<file path="src/fetch_pkg.sv">
// Shared definitions for the GDDR6 block fetcher
// Memory layout of one block, bus widths, address types,
// the fetch state encoding and the left/right target encoding
package fetch_pkg;

    // ==================================================================
    // Block layout in GDDR6 lines
    // ==================================================================
    // One exponent burst followed by 32 mantissa bursts
    parameter int LINES_PER_BURST = 16;
    parameter int EXP_LINES       = 16;
    parameter int TOTAL_LINES     = 528;
    parameter int TOTAL_BURSTS    = 33;
    // 32 one-byte exponents packed into each 256-bit line
    parameter int NUM_EXPONENTS   = 512;
    parameter int EXP_PER_LINE    = 32;

    // ==================================================================
    // Widths
    // ==================================================================
    parameter int LINE_WIDTH      = 256;
    parameter int EXP_WIDTH       = 8;
    parameter int AXI_ADDR_WIDTH  = 42;
    parameter int AXI_ID_WIDTH    = 8;
    // 32-byte lines, so the byte address is the line address shifted by 5
    parameter int BYTE_SHIFT      = 5;

    typedef logic [LINE_WIDTH-1:0]     line_data_t;
    typedef logic [EXP_WIDTH-1:0]      exp_t;
    // Line address inside the NAP memory window
    typedef logic [25:0]               ddr_line_t;
    // Tile buffer line, 0 to 527
    typedef logic [9:0]                tile_addr_t;
    typedef logic [8:0]                exp_idx_t;
    typedef logic [AXI_ADDR_WIDTH-1:0] axi_addr_t;

    typedef enum logic [1:0] {
        ST_IDLE,
        ST_ACTIVE,
        ST_DONE
    } fetch_state_e;

    // Which exponent store receives the unpacked exponents
    typedef enum logic {
        TGT_LEFT,
        TGT_RIGHT
    } target_e;

endpackage

</file>
<file path="src/fetch_cmd_if.sv">
// Command and progress interface inside the fetcher
// Carries the accepted command from the controller and the
// completion flags back from issuer, line writer and unpacker
`timescale 1ns/1ps

interface fetch_cmd_if;

    // One-cycle strobe when a command is accepted
    logic                  start;
    fetch_pkg::ddr_line_t  base_line;
    fetch_pkg::target_e    target;

    // Progress flags, all cleared by start
    logic                  issue_done;
    logic                  exp_lines_ready;
    logic                  lines_done;
    logic                  unpack_done;

    modport ctrl (output start, output base_line, output target,
                  input issue_done, input lines_done, input unpack_done);

    modport issuer (input start, input base_line, output issue_done);

    modport writer (input start, output exp_lines_ready, output lines_done);

    modport unpacker (input start, input target, input exp_lines_ready,
                      output unpack_done);

endinterface

</file>
<file path="src/fetch_ctrl.sv">
// Fetch controller
// Idle/active/done FSM, command latch, start strobe and
// the final done pulse once every datapath has finished
`timescale 1ns/1ps

module fetch_ctrl (
    input  logic                  i_clk,
    input  logic                  i_reset_n,
    input  logic                  i_fetch_start,
    input  fetch_pkg::ddr_line_t  i_fetch_line,
    input  fetch_pkg::target_e    i_fetch_target,
    output logic                  o_fetch_done,
    output logic                  o_active,
    fetch_cmd_if.ctrl             cmd
);

    fetch_pkg::fetch_state_e state;
    fetch_pkg::fetch_state_e state_next;
    logic                    accept;
    logic                    all_done;

    // Commands arriving outside idle are dropped
    assign accept    = i_fetch_start && (state == fetch_pkg::ST_IDLE);
    assign cmd.start = accept;

    // Issue, line writes and unpacking all complete
    assign all_done = cmd.issue_done && cmd.lines_done && cmd.unpack_done;

    // ==================================================================
    // State machine
    // ==================================================================
    always_comb begin
        state_next = state;
        case (state)
            fetch_pkg::ST_IDLE: begin
                if (accept) begin
                    state_next = fetch_pkg::ST_ACTIVE;
                end
            end
            fetch_pkg::ST_ACTIVE: begin
                if (all_done) begin
                    state_next = fetch_pkg::ST_DONE;
                end
            end
            fetch_pkg::ST_DONE: begin
                state_next = fetch_pkg::ST_IDLE;
            end
            default: begin
                state_next = fetch_pkg::ST_IDLE;
            end
        endcase
    end

    always_ff @(posedge i_clk) begin
        if (!i_reset_n) begin
            state        <= fetch_pkg::ST_IDLE;
            o_fetch_done <= 1'b0;
            cmd.target   <= fetch_pkg::TGT_LEFT;
        end else begin
            state        <= state_next;
            // Done pulse trails ST_DONE by one cycle
            o_fetch_done <= (state == fetch_pkg::ST_DONE);
            if (accept) begin
                cmd.target <= i_fetch_target;
            end
        end
    end

    // Base line held for the whole fetch
    always_ff @(posedge i_clk) begin
        if (accept) begin
            cmd.base_line <= i_fetch_line;
        end
    end

    assign o_active = (state == fetch_pkg::ST_ACTIVE);

endmodule

</file>
<file path="src/ar_issuer.sv">
// AXI read address issuer
// Steps through the 33 bursts of a block, caps the number of
// bursts in flight and formats the GDDR6 NAP address
`timescale 1ns/1ps

module ar_issuer #(
    parameter int         MAX_OUTSTANDING = 8,
    parameter logic [8:0] PAGE_ID         = 9'd2
) (
    input  logic                                i_clk,
    input  logic                                i_reset_n,
    input  logic                                i_rbeat_last,
    output logic                                o_arvalid,
    input  logic                                i_arready,
    output fetch_pkg::axi_addr_t                o_araddr,
    output logic [7:0]                          o_arlen,
    output logic [fetch_pkg::AXI_ID_WIDTH-1:0]  o_arid,
    fetch_cmd_if.issuer                         cmd
);

    localparam int CNT_W = $clog2(fetch_pkg::TOTAL_BURSTS + 1);
    // Fixed transaction ID for every fetcher burst
    localparam logic [fetch_pkg::AXI_ID_WIDTH-1:0] FETCH_ARID = 8'hFE;

    logic [CNT_W-1:0]     burst_cnt;
    logic [CNT_W-1:0]     burst_next;
    logic [CNT_W-1:0]     outst_cnt;
    logic [CNT_W-1:0]     outst_next;
    logic                 busy;
    logic                 ar_hs;
    fetch_pkg::ddr_line_t line_addr;

    assign ar_hs = o_arvalid && i_arready;

    // Counts as they stand after this cycle
    assign burst_next = burst_cnt + CNT_W'(ar_hs);
    // Up on each AR handshake, down on each beat carrying rlast
    assign outst_next = outst_cnt + CNT_W'(ar_hs) - CNT_W'(i_rbeat_last);

    // ==================================================================
    // Burst and outstanding counters
    // ==================================================================
    always_ff @(posedge i_clk) begin
        if (!i_reset_n) begin
            burst_cnt      <= '0;
            outst_cnt      <= '0;
            busy           <= 1'b0;
            o_arvalid      <= 1'b0;
            cmd.issue_done <= 1'b0;
        end else begin
            outst_cnt <= outst_next;
            if (cmd.start) begin
                burst_cnt      <= '0;
                busy           <= 1'b1;
                cmd.issue_done <= 1'b0;
                // First address one cycle after the strobe
                o_arvalid      <= 1'b1;
            end else begin
                burst_cnt <= burst_next;
                // Holds while arready is low, drops at the limit or the end
                o_arvalid <= busy && (burst_next < fetch_pkg::TOTAL_BURSTS)
                             && (outst_next < MAX_OUTSTANDING);
                if (ar_hs && (burst_next == fetch_pkg::TOTAL_BURSTS)) begin
                    busy           <= 1'b0;
                    cmd.issue_done <= 1'b1;
                end
            end
        end
    end

    // ==================================================================
    // NAP address
    // ==================================================================
    // Burst k starts 16 lines past the previous one, kept to 26 bits
    assign line_addr = cmd.base_line
                     + (fetch_pkg::ddr_line_t'(burst_cnt) << $clog2(fetch_pkg::LINES_PER_BURST));

    // Page ID, two reserved upper bits, line, 32-byte offset
    assign o_araddr = {PAGE_ID, 2'b00, line_addr, {fetch_pkg::BYTE_SHIFT{1'b0}}};
    assign o_arlen  = 8'(fetch_pkg::LINES_PER_BURST - 1);
    assign o_arid   = FETCH_ARID;

endmodule

</file>
<file path="src/r_line_writer.sv">
// Read data receiver
// Accepts R beats while lines remain, numbers them 0 to 527 and
// writes each one to the tile buffer a cycle later
`timescale 1ns/1ps

module r_line_writer (
    input  logic                   i_clk,
    input  logic                   i_reset_n,
    input  logic                   i_active,
    input  logic                   i_rvalid,
    input  fetch_pkg::line_data_t  i_rdata,
    input  logic                   i_rlast,
    output logic                   o_rready,
    output logic                   o_rbeat_last,
    output logic                   o_buf_wr_en,
    output fetch_pkg::tile_addr_t  o_buf_wr_addr,
    output fetch_pkg::line_data_t  o_buf_wr_data,
    fetch_cmd_if.writer            cmd
);

    fetch_pkg::tile_addr_t line_cnt;
    logic                  beat;

    // No back-pressure beyond the end of the block
    assign o_rready     = i_active && (line_cnt < fetch_pkg::TOTAL_LINES);
    assign beat         = i_rvalid && o_rready;
    assign o_rbeat_last = beat && i_rlast;

    // ==================================================================
    // Line numbering and completion flags
    // ==================================================================
    always_ff @(posedge i_clk) begin
        if (!i_reset_n) begin
            line_cnt            <= '0;
            o_buf_wr_en         <= 1'b0;
            cmd.exp_lines_ready <= 1'b0;
            cmd.lines_done      <= 1'b0;
        end else begin
            o_buf_wr_en <= beat;
            if (cmd.start) begin
                line_cnt            <= '0;
                cmd.exp_lines_ready <= 1'b0;
                cmd.lines_done      <= 1'b0;
            end else begin
                if (beat) begin
                    line_cnt <= line_cnt + 1'b1;
                end
                // Packed exponents are lines 0 to 15
                if (o_buf_wr_en && (o_buf_wr_addr == fetch_pkg::EXP_LINES - 1)) begin
                    cmd.exp_lines_ready <= 1'b1;
                end
                if (o_buf_wr_en && (o_buf_wr_addr == fetch_pkg::TOTAL_LINES - 1)) begin
                    cmd.lines_done <= 1'b1;
                end
            end
        end
    end

    // Write address and line captured with the beat
    always_ff @(posedge i_clk) begin
        if (beat) begin
            o_buf_wr_addr <= line_cnt;
            o_buf_wr_data <= i_rdata;
        end
    end

endmodule

</file>
<file path="src/exp_unpacker.sv">
// Exponent unpacker
// Reads the 16 packed lines back from the tile buffer and writes
// one exponent byte per cycle into the left or right store
`timescale 1ns/1ps

module exp_unpacker (
    input  logic                   i_clk,
    input  logic                   i_reset_n,
    input  logic                   i_active,
    output fetch_pkg::tile_addr_t  o_exp_rd_addr,
    input  fetch_pkg::line_data_t  i_exp_rd_data,
    output logic                   o_exp_left_wr_en,
    output logic                   o_exp_right_wr_en,
    output fetch_pkg::exp_idx_t    o_exp_wr_addr,
    output fetch_pkg::exp_t        o_exp_wr_data,
    fetch_cmd_if.unpacker          cmd
);

    localparam int BYTE_SEL_W = $clog2(fetch_pkg::EXP_PER_LINE);

    fetch_pkg::exp_idx_t rd_idx;
    logic                rd_busy;
    logic                wr_valid;
    logic                launch;

    // Once per fetch, after the exponent lines land
    assign launch = i_active && cmd.exp_lines_ready && !rd_busy && !wr_valid
                    && !cmd.unpack_done;

    // ==================================================================
    // Read stage, one index per cycle
    // ==================================================================
    always_ff @(posedge i_clk) begin
        if (!i_reset_n) begin
            rd_busy         <= 1'b0;
            rd_idx          <= '0;
            wr_valid        <= 1'b0;
            cmd.unpack_done <= 1'b0;
        end else begin
            wr_valid <= rd_busy;
            if (cmd.start) begin
                rd_busy         <= 1'b0;
                rd_idx          <= '0;
                cmd.unpack_done <= 1'b0;
            end else begin
                if (launch) begin
                    rd_busy <= 1'b1;
                end else if (rd_busy) begin
                    rd_idx <= rd_idx + 1'b1;
                    if (rd_idx == fetch_pkg::NUM_EXPONENTS - 1) begin
                        rd_busy <= 1'b0;
                    end
                end
                if (wr_valid && (o_exp_wr_addr == fetch_pkg::NUM_EXPONENTS - 1)) begin
                    cmd.unpack_done <= 1'b1;
                end
            end
        end
    end

    // Index i lives in packed line i/32
    assign o_exp_rd_addr = fetch_pkg::tile_addr_t'(rd_idx[8:BYTE_SEL_W]);

    // ==================================================================
    // Write stage, lined up with the one-cycle read latency
    // ==================================================================
    always_ff @(posedge i_clk) begin
        o_exp_wr_addr <= rd_idx;
    end

    // Byte i mod 32 of the returned line
    assign o_exp_wr_data = i_exp_rd_data[o_exp_wr_addr[BYTE_SEL_W-1:0] * fetch_pkg::EXP_WIDTH
                                         +: fetch_pkg::EXP_WIDTH];

    assign o_exp_left_wr_en  = wr_valid && (cmd.target == fetch_pkg::TGT_LEFT);
    assign o_exp_right_wr_en = wr_valid && (cmd.target == fetch_pkg::TGT_RIGHT);

endmodule

</file>
<file path="src/gddr_fetcher.sv">
// GDDR6 block fetcher top level
// Command port, AXI4 read channels, tile buffer write and read
// ports, exponent store writes; controller plus three datapaths
`timescale 1ns/1ps

module gddr_fetcher #(
    parameter int         MAX_OUTSTANDING = 8,
    parameter logic [8:0] PAGE_ID         = 9'd2
) (
    input  logic                                i_clk,
    input  logic                                i_reset_n,

    // Fetch command
    input  logic                                i_fetch_start,
    input  fetch_pkg::ddr_line_t                i_fetch_line,
    input  fetch_pkg::target_e                  i_fetch_target,
    output logic                                o_fetch_done,

    // AXI4 read address
    output logic                                o_arvalid,
    input  logic                                i_arready,
    output fetch_pkg::axi_addr_t                o_araddr,
    output logic [7:0]                          o_arlen,
    output logic [fetch_pkg::AXI_ID_WIDTH-1:0]  o_arid,

    // AXI4 read data
    input  logic                                i_rvalid,
    input  fetch_pkg::line_data_t               i_rdata,
    input  logic                                i_rlast,
    output logic                                o_rready,

    // Tile buffer write
    output logic                                o_buf_wr_en,
    output fetch_pkg::tile_addr_t               o_buf_wr_addr,
    output fetch_pkg::line_data_t               o_buf_wr_data,

    // Packed exponent read, one-cycle latency
    output fetch_pkg::tile_addr_t               o_exp_rd_addr,
    input  fetch_pkg::line_data_t               i_exp_rd_data,

    // Exponent stores
    output logic                                o_exp_left_wr_en,
    output logic                                o_exp_right_wr_en,
    output fetch_pkg::exp_idx_t                 o_exp_wr_addr,
    output fetch_pkg::exp_t                     o_exp_wr_data
);

    logic active;
    // Accepted R beat that closed a burst
    logic rbeat_last;

    fetch_cmd_if cmd_if ();

    fetch_ctrl u_ctrl (
        .i_clk          (i_clk),
        .i_reset_n      (i_reset_n),
        .i_fetch_start  (i_fetch_start),
        .i_fetch_line   (i_fetch_line),
        .i_fetch_target (i_fetch_target),
        .o_fetch_done   (o_fetch_done),
        .o_active       (active),
        .cmd            (cmd_if.ctrl)
    );

    ar_issuer #(
        .MAX_OUTSTANDING (MAX_OUTSTANDING),
        .PAGE_ID         (PAGE_ID)
    ) u_issuer (
        .i_clk        (i_clk),
        .i_reset_n    (i_reset_n),
        .i_rbeat_last (rbeat_last),
        .o_arvalid    (o_arvalid),
        .i_arready    (i_arready),
        .o_araddr     (o_araddr),
        .o_arlen      (o_arlen),
        .o_arid       (o_arid),
        .cmd          (cmd_if.issuer)
    );

    r_line_writer u_writer (
        .i_clk         (i_clk),
        .i_reset_n     (i_reset_n),
        .i_active      (active),
        .i_rvalid      (i_rvalid),
        .i_rdata       (i_rdata),
        .i_rlast       (i_rlast),
        .o_rready      (o_rready),
        .o_rbeat_last  (rbeat_last),
        .o_buf_wr_en   (o_buf_wr_en),
        .o_buf_wr_addr (o_buf_wr_addr),
        .o_buf_wr_data (o_buf_wr_data),
        .cmd           (cmd_if.writer)
    );

    exp_unpacker u_unpacker (
        .i_clk             (i_clk),
        .i_reset_n         (i_reset_n),
        .i_active          (active),
        .o_exp_rd_addr     (o_exp_rd_addr),
        .i_exp_rd_data     (i_exp_rd_data),
        .o_exp_left_wr_en  (o_exp_left_wr_en),
        .o_exp_right_wr_en (o_exp_right_wr_en),
        .o_exp_wr_addr     (o_exp_wr_addr),
        .o_exp_wr_data     (o_exp_wr_data),
        .cmd               (cmd_if.unpacker)
    );

endmodule

</file>
<file path="config.mk">
export PLATFORM = sky130hd
export DESIGN_NAME = gddr_fetcher
export DESIGN_NICKNAME = d
export VERILOG_FILES = /design/src/fetch_pkg.sv /design/src/fetch_cmd_if.sv /design/src/fetch_ctrl.sv /design/src/ar_issuer.sv /design/src/r_line_writer.sv /design/src/exp_unpacker.sv /design/src/gddr_fetcher.sv
export SDC_FILE = /design/constraint.sdc
export NUM_CORES = 1
export LEC_CHECK = 0
export BUFFER_PORTS_ARGS = -buffer_cell sky130_fd_sc_hd__buf_2
export CELL_PAD_IN_SITES_DETAIL_PLACEMENT = 0
export CELL_PAD_IN_SITES_GLOBAL_PLACEMENT = 1
export CORE_AREA = 4 4 351 353
export DETAILED_ROUTE_END_ITERATION = 6
export DIE_AREA = 0 0 355 357
export PLACE_DENSITY = 0.46
export SETUP_SLACK_MARGIN = 0.3
export SLEW_MARGIN = 10
export SYNTH_ARGS = -nofsm -noshare
export SYNTH_HDL_FRONTEND = slang
export SYNTH_SLANG_ARGS = --single-unit
</file>
<file path="constraint.sdc">
create_clock -name i_clk -period 14.6 [get_ports i_clk]
set_input_delay 4.38 -clock i_clk [delete_from_list [all_inputs] [get_ports i_clk]]
set_output_delay 4.38 -clock i_clk [all_outputs]
set_load 0.01 [all_outputs]
</file>
==> metrics, run 1 <==
Placer Congestion between 0.8 and 0.9; Worst VDD drop 87.5 uV; num rows between 100 and 150; leakage between 8 and 9 nW; area of the mapped netlist 13900 sq um; via/cell ratio 3.22; WL/cell about 20 um; sequential power share roughly 45%; crit end category output pin; IO Pins around 900; CTS H-tree depth 2; WP buf/inv 2; Tcrit/Tclk final 74.2%; Inserted Clock Buffers 44; Slew Viols, Final 0; CP max FO 1; arrival time at the worst endpoint 6460 ps; post-cts resize count 0; Synth Flop Type edfxtp_1; CP delay by family, top compound AO/OA/AOI/OAI gates; postcts setup bufs 0; Setup-failing EPs final 0; Nets between 2000 and 2500; Worst-Skew Late Latency between 600 and 700 ps; largest net degree at the start of global routing 148; status finished clean; clk root buf clkbuf_16; combinational group share of total power 10.7%; final WL around 69000 um; TritonCTS clock tree done; Final Skew 40.1 ps; total global-route track usage between 10% and 20%; HPWL Detailed 58300 um; worst slew pin tran around 1100 ps; switch share 23.9%; RSZ-0062 raised after global routing false; ys async rst share 0%; critical path type input pin to output pin; grt total ovfl 0; total number of vias between 10000 and 15000; clock-pin slew on the worst setup and hold paths ~50 ps; clock sinks roughly 350; share of cells above drive strength 1 between 50 and 60%; Synth Area per Inst about 17 sq um; vias in the first global route around 12000; CP max-delay cell a2111oi_1; Yosys reg bits between 300 and 400; initial antenna violation count 47; drc violations 0; Post-CTS Hold Fix Bufs 0; die width between 300 and 400 um; reg2reg setup slack 11250 ps; CTS Buffer Depth 3; Die H between 300 and 400 um; number of flops mapped to enable cells by yosys roughly 300; core area ~120000 sq um; Clk pwr share approximately 45%; Max Cap Viol 0; Filler Cells Inserted 13300; Starting DRT DRC Count approximately 570; pwr dens 118 nW/um^2; register area share after synthesis between 70% and 80%; TNS Setup 0 ps; worst path cell trace buf_2, mux4_2, mux2i_1, nor2_1, a2111oi_1, nor2_1, buf_2; Hold Path Class flop to flop; Synthesis Warnings 0; crit-path max cell delay 770 ps; placed insts around 3300; slew margin rel. between 20% and 30%; Startpoint Class input pin; first-pass GRT wire length around 90000 um; Fin. Hold Viols 0; Final Non-Filler Cells about 3400; Achievable Freq just over 90 MHz; NetSw 0.000612 W; Power, Total around 0.0026 W; I/O Buffers around 860; Starting Density about an eighth; Req. time, crit path 10220 ps; drt first pass iters 4; fin crit period between 10000 and 15000 ps; Synth cell types 62; number of antenna-violating nets in the routed design 0; internal power around 0.002 W; Die Footprint about 130000 sq um; Syn-to-layout area delta 55.0%; Syn Inst Count 821
flip-flops by register name, indices dropped and copies added, names as in the netlist, 2 cells and up:
name,flops
u_ctrl.cmd.base_line,26
u_writer.o_buf_wr_addr,10
u_writer.line_cnt,10
u_unpacker.rd_idx,9
u_ctrl.state,2
u_writer.o_buf_wr_data,256
u_issuer.outst_cnt,6
u_unpacker.o_exp_wr_addr,9
u_issuer.burst_cnt,6
metal layers:
metal / global-route usage (%) / share of wire (%) / up-vias
met5: 0 / 0.31 / -
met4: 2.86 / 2.5 / 32
met3: 5.37 / 12 / 99
li1: - / - / 4908
met1: 10.8 / 35 / 5253
met2: 17.8 / 50 / 546
cells by family (layout without fill, tap and decap cells):
group                      after synthesis  after routing  synth area share (%)
buffers and inverters                   93            975                  4.10
DFF                                    345            345                  70.5
muxes                                   97             97                  11.5
xor gates and xnor gates                40             40                  2.51
and+or+nand+nor                        147            147                  5.54
AOI/OAI and AO/OA                       78             78                  4.04
other                                    2             58                0.0539
adders and majority gates               19             19                  1.81
cell usage after synthesis (3+ instances only):
library cell | n | share of area, %
edfxtp_1 | 292 | 63
nor2_1 | 56 | 1.5
dfxtp_1 | 53 | 7.6
mux4_2 | 50 | 8.1
buf_4 | 49 | 2.6
mux2i_1 | 45 | 3.2
xnor2_1 | 22 | 1.4
inv_1 | 19 | 0.51
xor2_1 | 18 | 1.1
ha_1 | 17 | 1.5
nand2_1 | 17 | 0.46
a21oi_1 | 13 | 0.47
and2_1 | 11 | 0.49
clkbuf_1 | 11 | 0.30
nand3_1 | 11 | 0.39
nand4_1 | 11 | 0.49
o21ai_0 | 10 | 0.36
o22ai_1 | 9 | 0.40
a211oi_1 | 8 | 0.43
o221ai_1 | 8 | 0.50
buf_2 | 7 | 0.25
and3_1 | 6 | 0.27
nor2b_1 | 5 | 0.22
nor3_1 | 5 | 0.18
a2111oi_1 | 4 | 0.29
a21o_1 | 4 | 0.22
buf_6 | 4 | 0.32
or3_1 | 4 | 0.18
a211o_1 | 3 | 0.19
buf_1 | 3 | 0.081
nor2_2 | 3 | 0.13
o21ai_1 | 3 | 0.11
placed cells by master (no fill, tap or decap), drive strengths merged, types with 6 or more instances in the layout:
cell,synthesis,final
a2111oi,6,6
a211oi,8,8
a21oi,13,13
and2,11,11
and3,6,6
buf,63,877
bufinv,0,6
clkbuf,11,57
clkinv,0,13
conb,2,38
dfxtp,53,53
diode,0,20
edfxtp,292,292
ha,17,17
inv,19,20
mux2i,45,45
mux4,50,50
nand2,17,17
nand3,11,11
nand4,11,11
nor2,59,59
o21ai,13,13
o221ai,8,8
o22ai,9,9
xnor2,22,22
xor2,18,18
worst paths after layout:
path / startpoint / endpoint / depth (start not counted)
min: u_unpacker.rd_idx[1]$_SDFFE_PP0P_ / u_unpacker.o_exp_wr_addr[1]$_DFF_P_ / 0
max reg2reg: u_writer.line_cnt[8]$_SDFFE_PP0N_ / u_issuer.o_arvalid$_SDFF_PN0_ / 12
max: i_exp_rd_data[37] / o_exp_wr_data[5] / 7
min reg2reg: u_unpacker.rd_idx[1]$_SDFFE_PP0P_ / u_unpacker.o_exp_wr_addr[1]$_DFF_P_ / 0
through the flow:
stage / setup WS (ps) / utilization (%) / cell area (sq um) / hold slack [ps]
3_3_place_gp: 3640 / 16.7 / 20100 / 375
5_1_grt: 3660 / 18.0 / 21600 / 394
6_report: 3760 / 18.0 / 21600 / 391
2_1_floorplan: 2550 / - / 14100 / 365
3_5_place_dp: 3620 / 16.7 / 20100 / 375
4_1_cts: 3610 / 18.0 / 21600 / 384
final cells by class:
type | instances | area, sq um | area share, %
flip-flops and latches | 345 | 9830 | 45.5
repair buffers | 877 | 4440 | 20.5
multi-input cells | 419 | 3690 | 17.1
well taps | 1612 | 2020 | 9.33
clock buffers | 57 | 1210 | 5.61
clock inverters | 22 | 307 | 1.42
inverters | 19 | 71.3 | 0.330
diodes | 20 | 50.0 | 0.231
power by group through the flow:
stage                     Combinational (W)  Clock [W]  Sequential (W)
after global placement             0.000276          0         0.00117
after global routing               0.000299    0.00123         0.00115
after floorplan                    0.000101          0         0.00119
final                              0.000273    0.00114         0.00115
after CTS                          0.000281    0.00119         0.00115
after detailed placement           0.000280          0         0.00117
worst register-to-register path, delay by kind of cell, from the launching register on:
kind,cells,cell delay [ps]
xor+xnor,1,90
compound gates,4,980
simple gates,3,1050
fa+ha+maj,3,760
buf+inv,1,40
flops,1,340
No activity file was read; power rests on OpenSTA's default activity.
==> run 2: changes to the inputs <==
clock period = 10.9 ns   (was 14.6 ns; I/O delays follow)
==> run 2 against run 1 <==
Global-route usage grew 0.38 points; clock power grew 21%; flip-flop and latch count is the same; register-to-register slack lost 4100 ps; combinational power grew 34%; clock skew shrank 11 ps; first-iteration DRC count shrank 2.8%; via count shrank 0.35%; critical path depth is the same; count of clock-buffer cells in the layout shrank 2; design area shrank 0.81%; worst setup slack lost 1400 ps; critical endpoint is now o_exp_wr_data[6]; largest power group unchanged.
==> metrics, run 2 (synthesis results as in run 1) <==
number of antenna-violating nets in the routed design 0; Largest register FFs 256; HPWL Detailed 60800 um; Min Hold Slack between 300 and 400 ps; Power, Total around 0.0033 W; biggest regs u_writer.o_buf_wr_data x256, u_ctrl.cmd.base_line x26; CTS Buffer Depth 3; CTS H-tree depth 2; combinational group share of total power between 10% and 20%; Startpoint Class input pin; NetSw approximately 0.00081 W; drc violations 0; num rows between 100 and 150; Die Footprint 127000 sq um; internal power 0.00247 W; Setup-failing EPs final 0; Req. time, crit path about 7600 ps; worst slew pin tran just over 1000 ps; Clk pwr share 42.1%; Starting Density 11.6%; vias in the first global route 11700; switch share 24.8%; sequential power share 46.7%; Fin. Hold Viols 0; Syn-to-layout area delta 53.8%; reg2reg setup slack slightly above 7000 ps; Nets 2268; pwr dens 153 nW/um^2; Worst VDD drop approximately 130 uV; via/cell ratio 3.21; clk root buf clkbuf_16; total number of vias approximately 11000; commonest cells after routing, fill and taps aside 863 x buf_2, 292 x edfxtp_1, 55 x nor2_1, 51 x dfxtp_1, 50 x mux4_2; clock sinks roughly 350; TritonCTS clock tree done; crit end category output pin; die width ~360 um; Inserted Clock Buffers 43; arrival time at the worst endpoint 5260 ps; most flop-heavy register u_writer.o_buf_wr_data; Slew Viols, Final 0; Post-CTS Hold Fix Bufs 0; post-cts resize count 0; CP max FO 1; Tcrit/Tclk final between 70% and 80%; Final Skew a little under 30 ps; core area between 100000 and 150000 sq um; IO Pins ~900; largest net degree at the start of global routing ~80; leading cell type in the layout, fill and taps excluded buf_2; Final Non-Filler Cells 3367; slew margin rel. around 31%; postcts setup bufs 0; Die H around 360 um; placed insts about 3300; grt total ovfl 0; WL/cell about 21 um; Placer Congestion between 0.8 and 0.9; initial antenna violation count 41; critical path type input pin to output pin; first-pass GRT wire length ~95000 um; RSZ-0062 raised after global routing false; final WL roughly 70000 um; share of cells above drive strength 1 58.3%; total global-route track usage a little over a tenth; clock-pin slew on the worst setup and hold paths 50 ps; I/O Buffers about 860; Worst-Skew Late Latency ~580 ps; Starting DRT DRC Count 550; drt first pass iters 5; leakage approximately 8.5 nW; Achievable Freq about 120 MHz; TNS Setup 0 ps; status finished clean; fin crit period between 8000 and 9000 ps; Max Cap Viol 0; Hold Path Class flop to flop
==> run 2: cell count changes in the layout (fill, tap and decap cells not counted), moves of 2 or more <==
cell / change
bufinv_16: -5
clkinv_1: +2
clkinv_4: +2
diode_2: -2
inv_6: +2
==> run 2: through the flow <==
step | setup slack (ps) | area (sq um) | util, %
6_report | 2370 | 21400 | 17.9
5_1_grt | 2190 | 21400 | 17.9
4_1_cts | 2210 | 21400 | 17.9
3_5_place_dp | 2230 | 20000 | 16.7
3_3_place_gp | 2140 | 20000 | 16.7
2_1_floorplan | 3000 | 14100 | -
==> run 2: path summary, 6_finish.rpt <==
path              cells after the start                               endpoint                              start
setup / recovery                      7                       o_exp_wr_data[6]                  i_exp_rd_data[62]
hold / removal                        0    u_unpacker.o_exp_wr_addr[1]$_DFF_P_  u_unpacker.rd_idx[1]$_SDFFE_PP0P_
setup reg to reg                      5  u_writer.o_buf_wr_data[151]$_DFFE_PN_       u_ctrl.state[0]$_SDFFE_PN0P_
hold reg to reg                       0    u_unpacker.o_exp_wr_addr[1]$_DFF_P_  u_unpacker.rd_idx[1]$_SDFFE_PP0P_
==> run 2: area by class of cell <==
cell class	count	area, sq um
antenna	18	45.0
clock buffer	55	1180
timing repair buffer	876	4420
clock inverter	23	178
inverter	19	71.3
tap	1612	2020
multi-input combinational	419	3700
fill	13300	98400
sequential	345	9830
==> run 2: worst max-delay path, stage by stage <==
cell       delay, ps
buf_2             90
mux4_2           450
mux2i_1          170
nor2_1           120
a2111oi_1        860
nor2_1           120
buf_2            180
==> run 2: power groups by stage <==
stage	clock, W	combinational, W	sequential (W)
after floorplan	0	0.000135	0.00159
after global placement	0	0.000373	0.00156
after detailed placement	0	0.000378	0.00156
after CTS	0.00146	0.000380	0.00154
after global routing	0.00151	0.000408	0.00154
final	0.00138	0.000367	0.00153
==> run 2: layer usage <==
| layer | up-vias | wire [um] | GRT usage (%) | share of wire [%] |
|---|---|---|---|---|
| met4 | 26 | 2300 | 3.49 | 3.2 |
| met2 | 564 | 35900 | 18.5 | 50 |
| met5 | - | 178 | 0 | 0.25 |
| li1 | 4902 | - | - | - |
| met1 | 5205 | 24700 | 11.3 | 35 |
| met3 | 103 | 8120 | 5.16 | 11 |
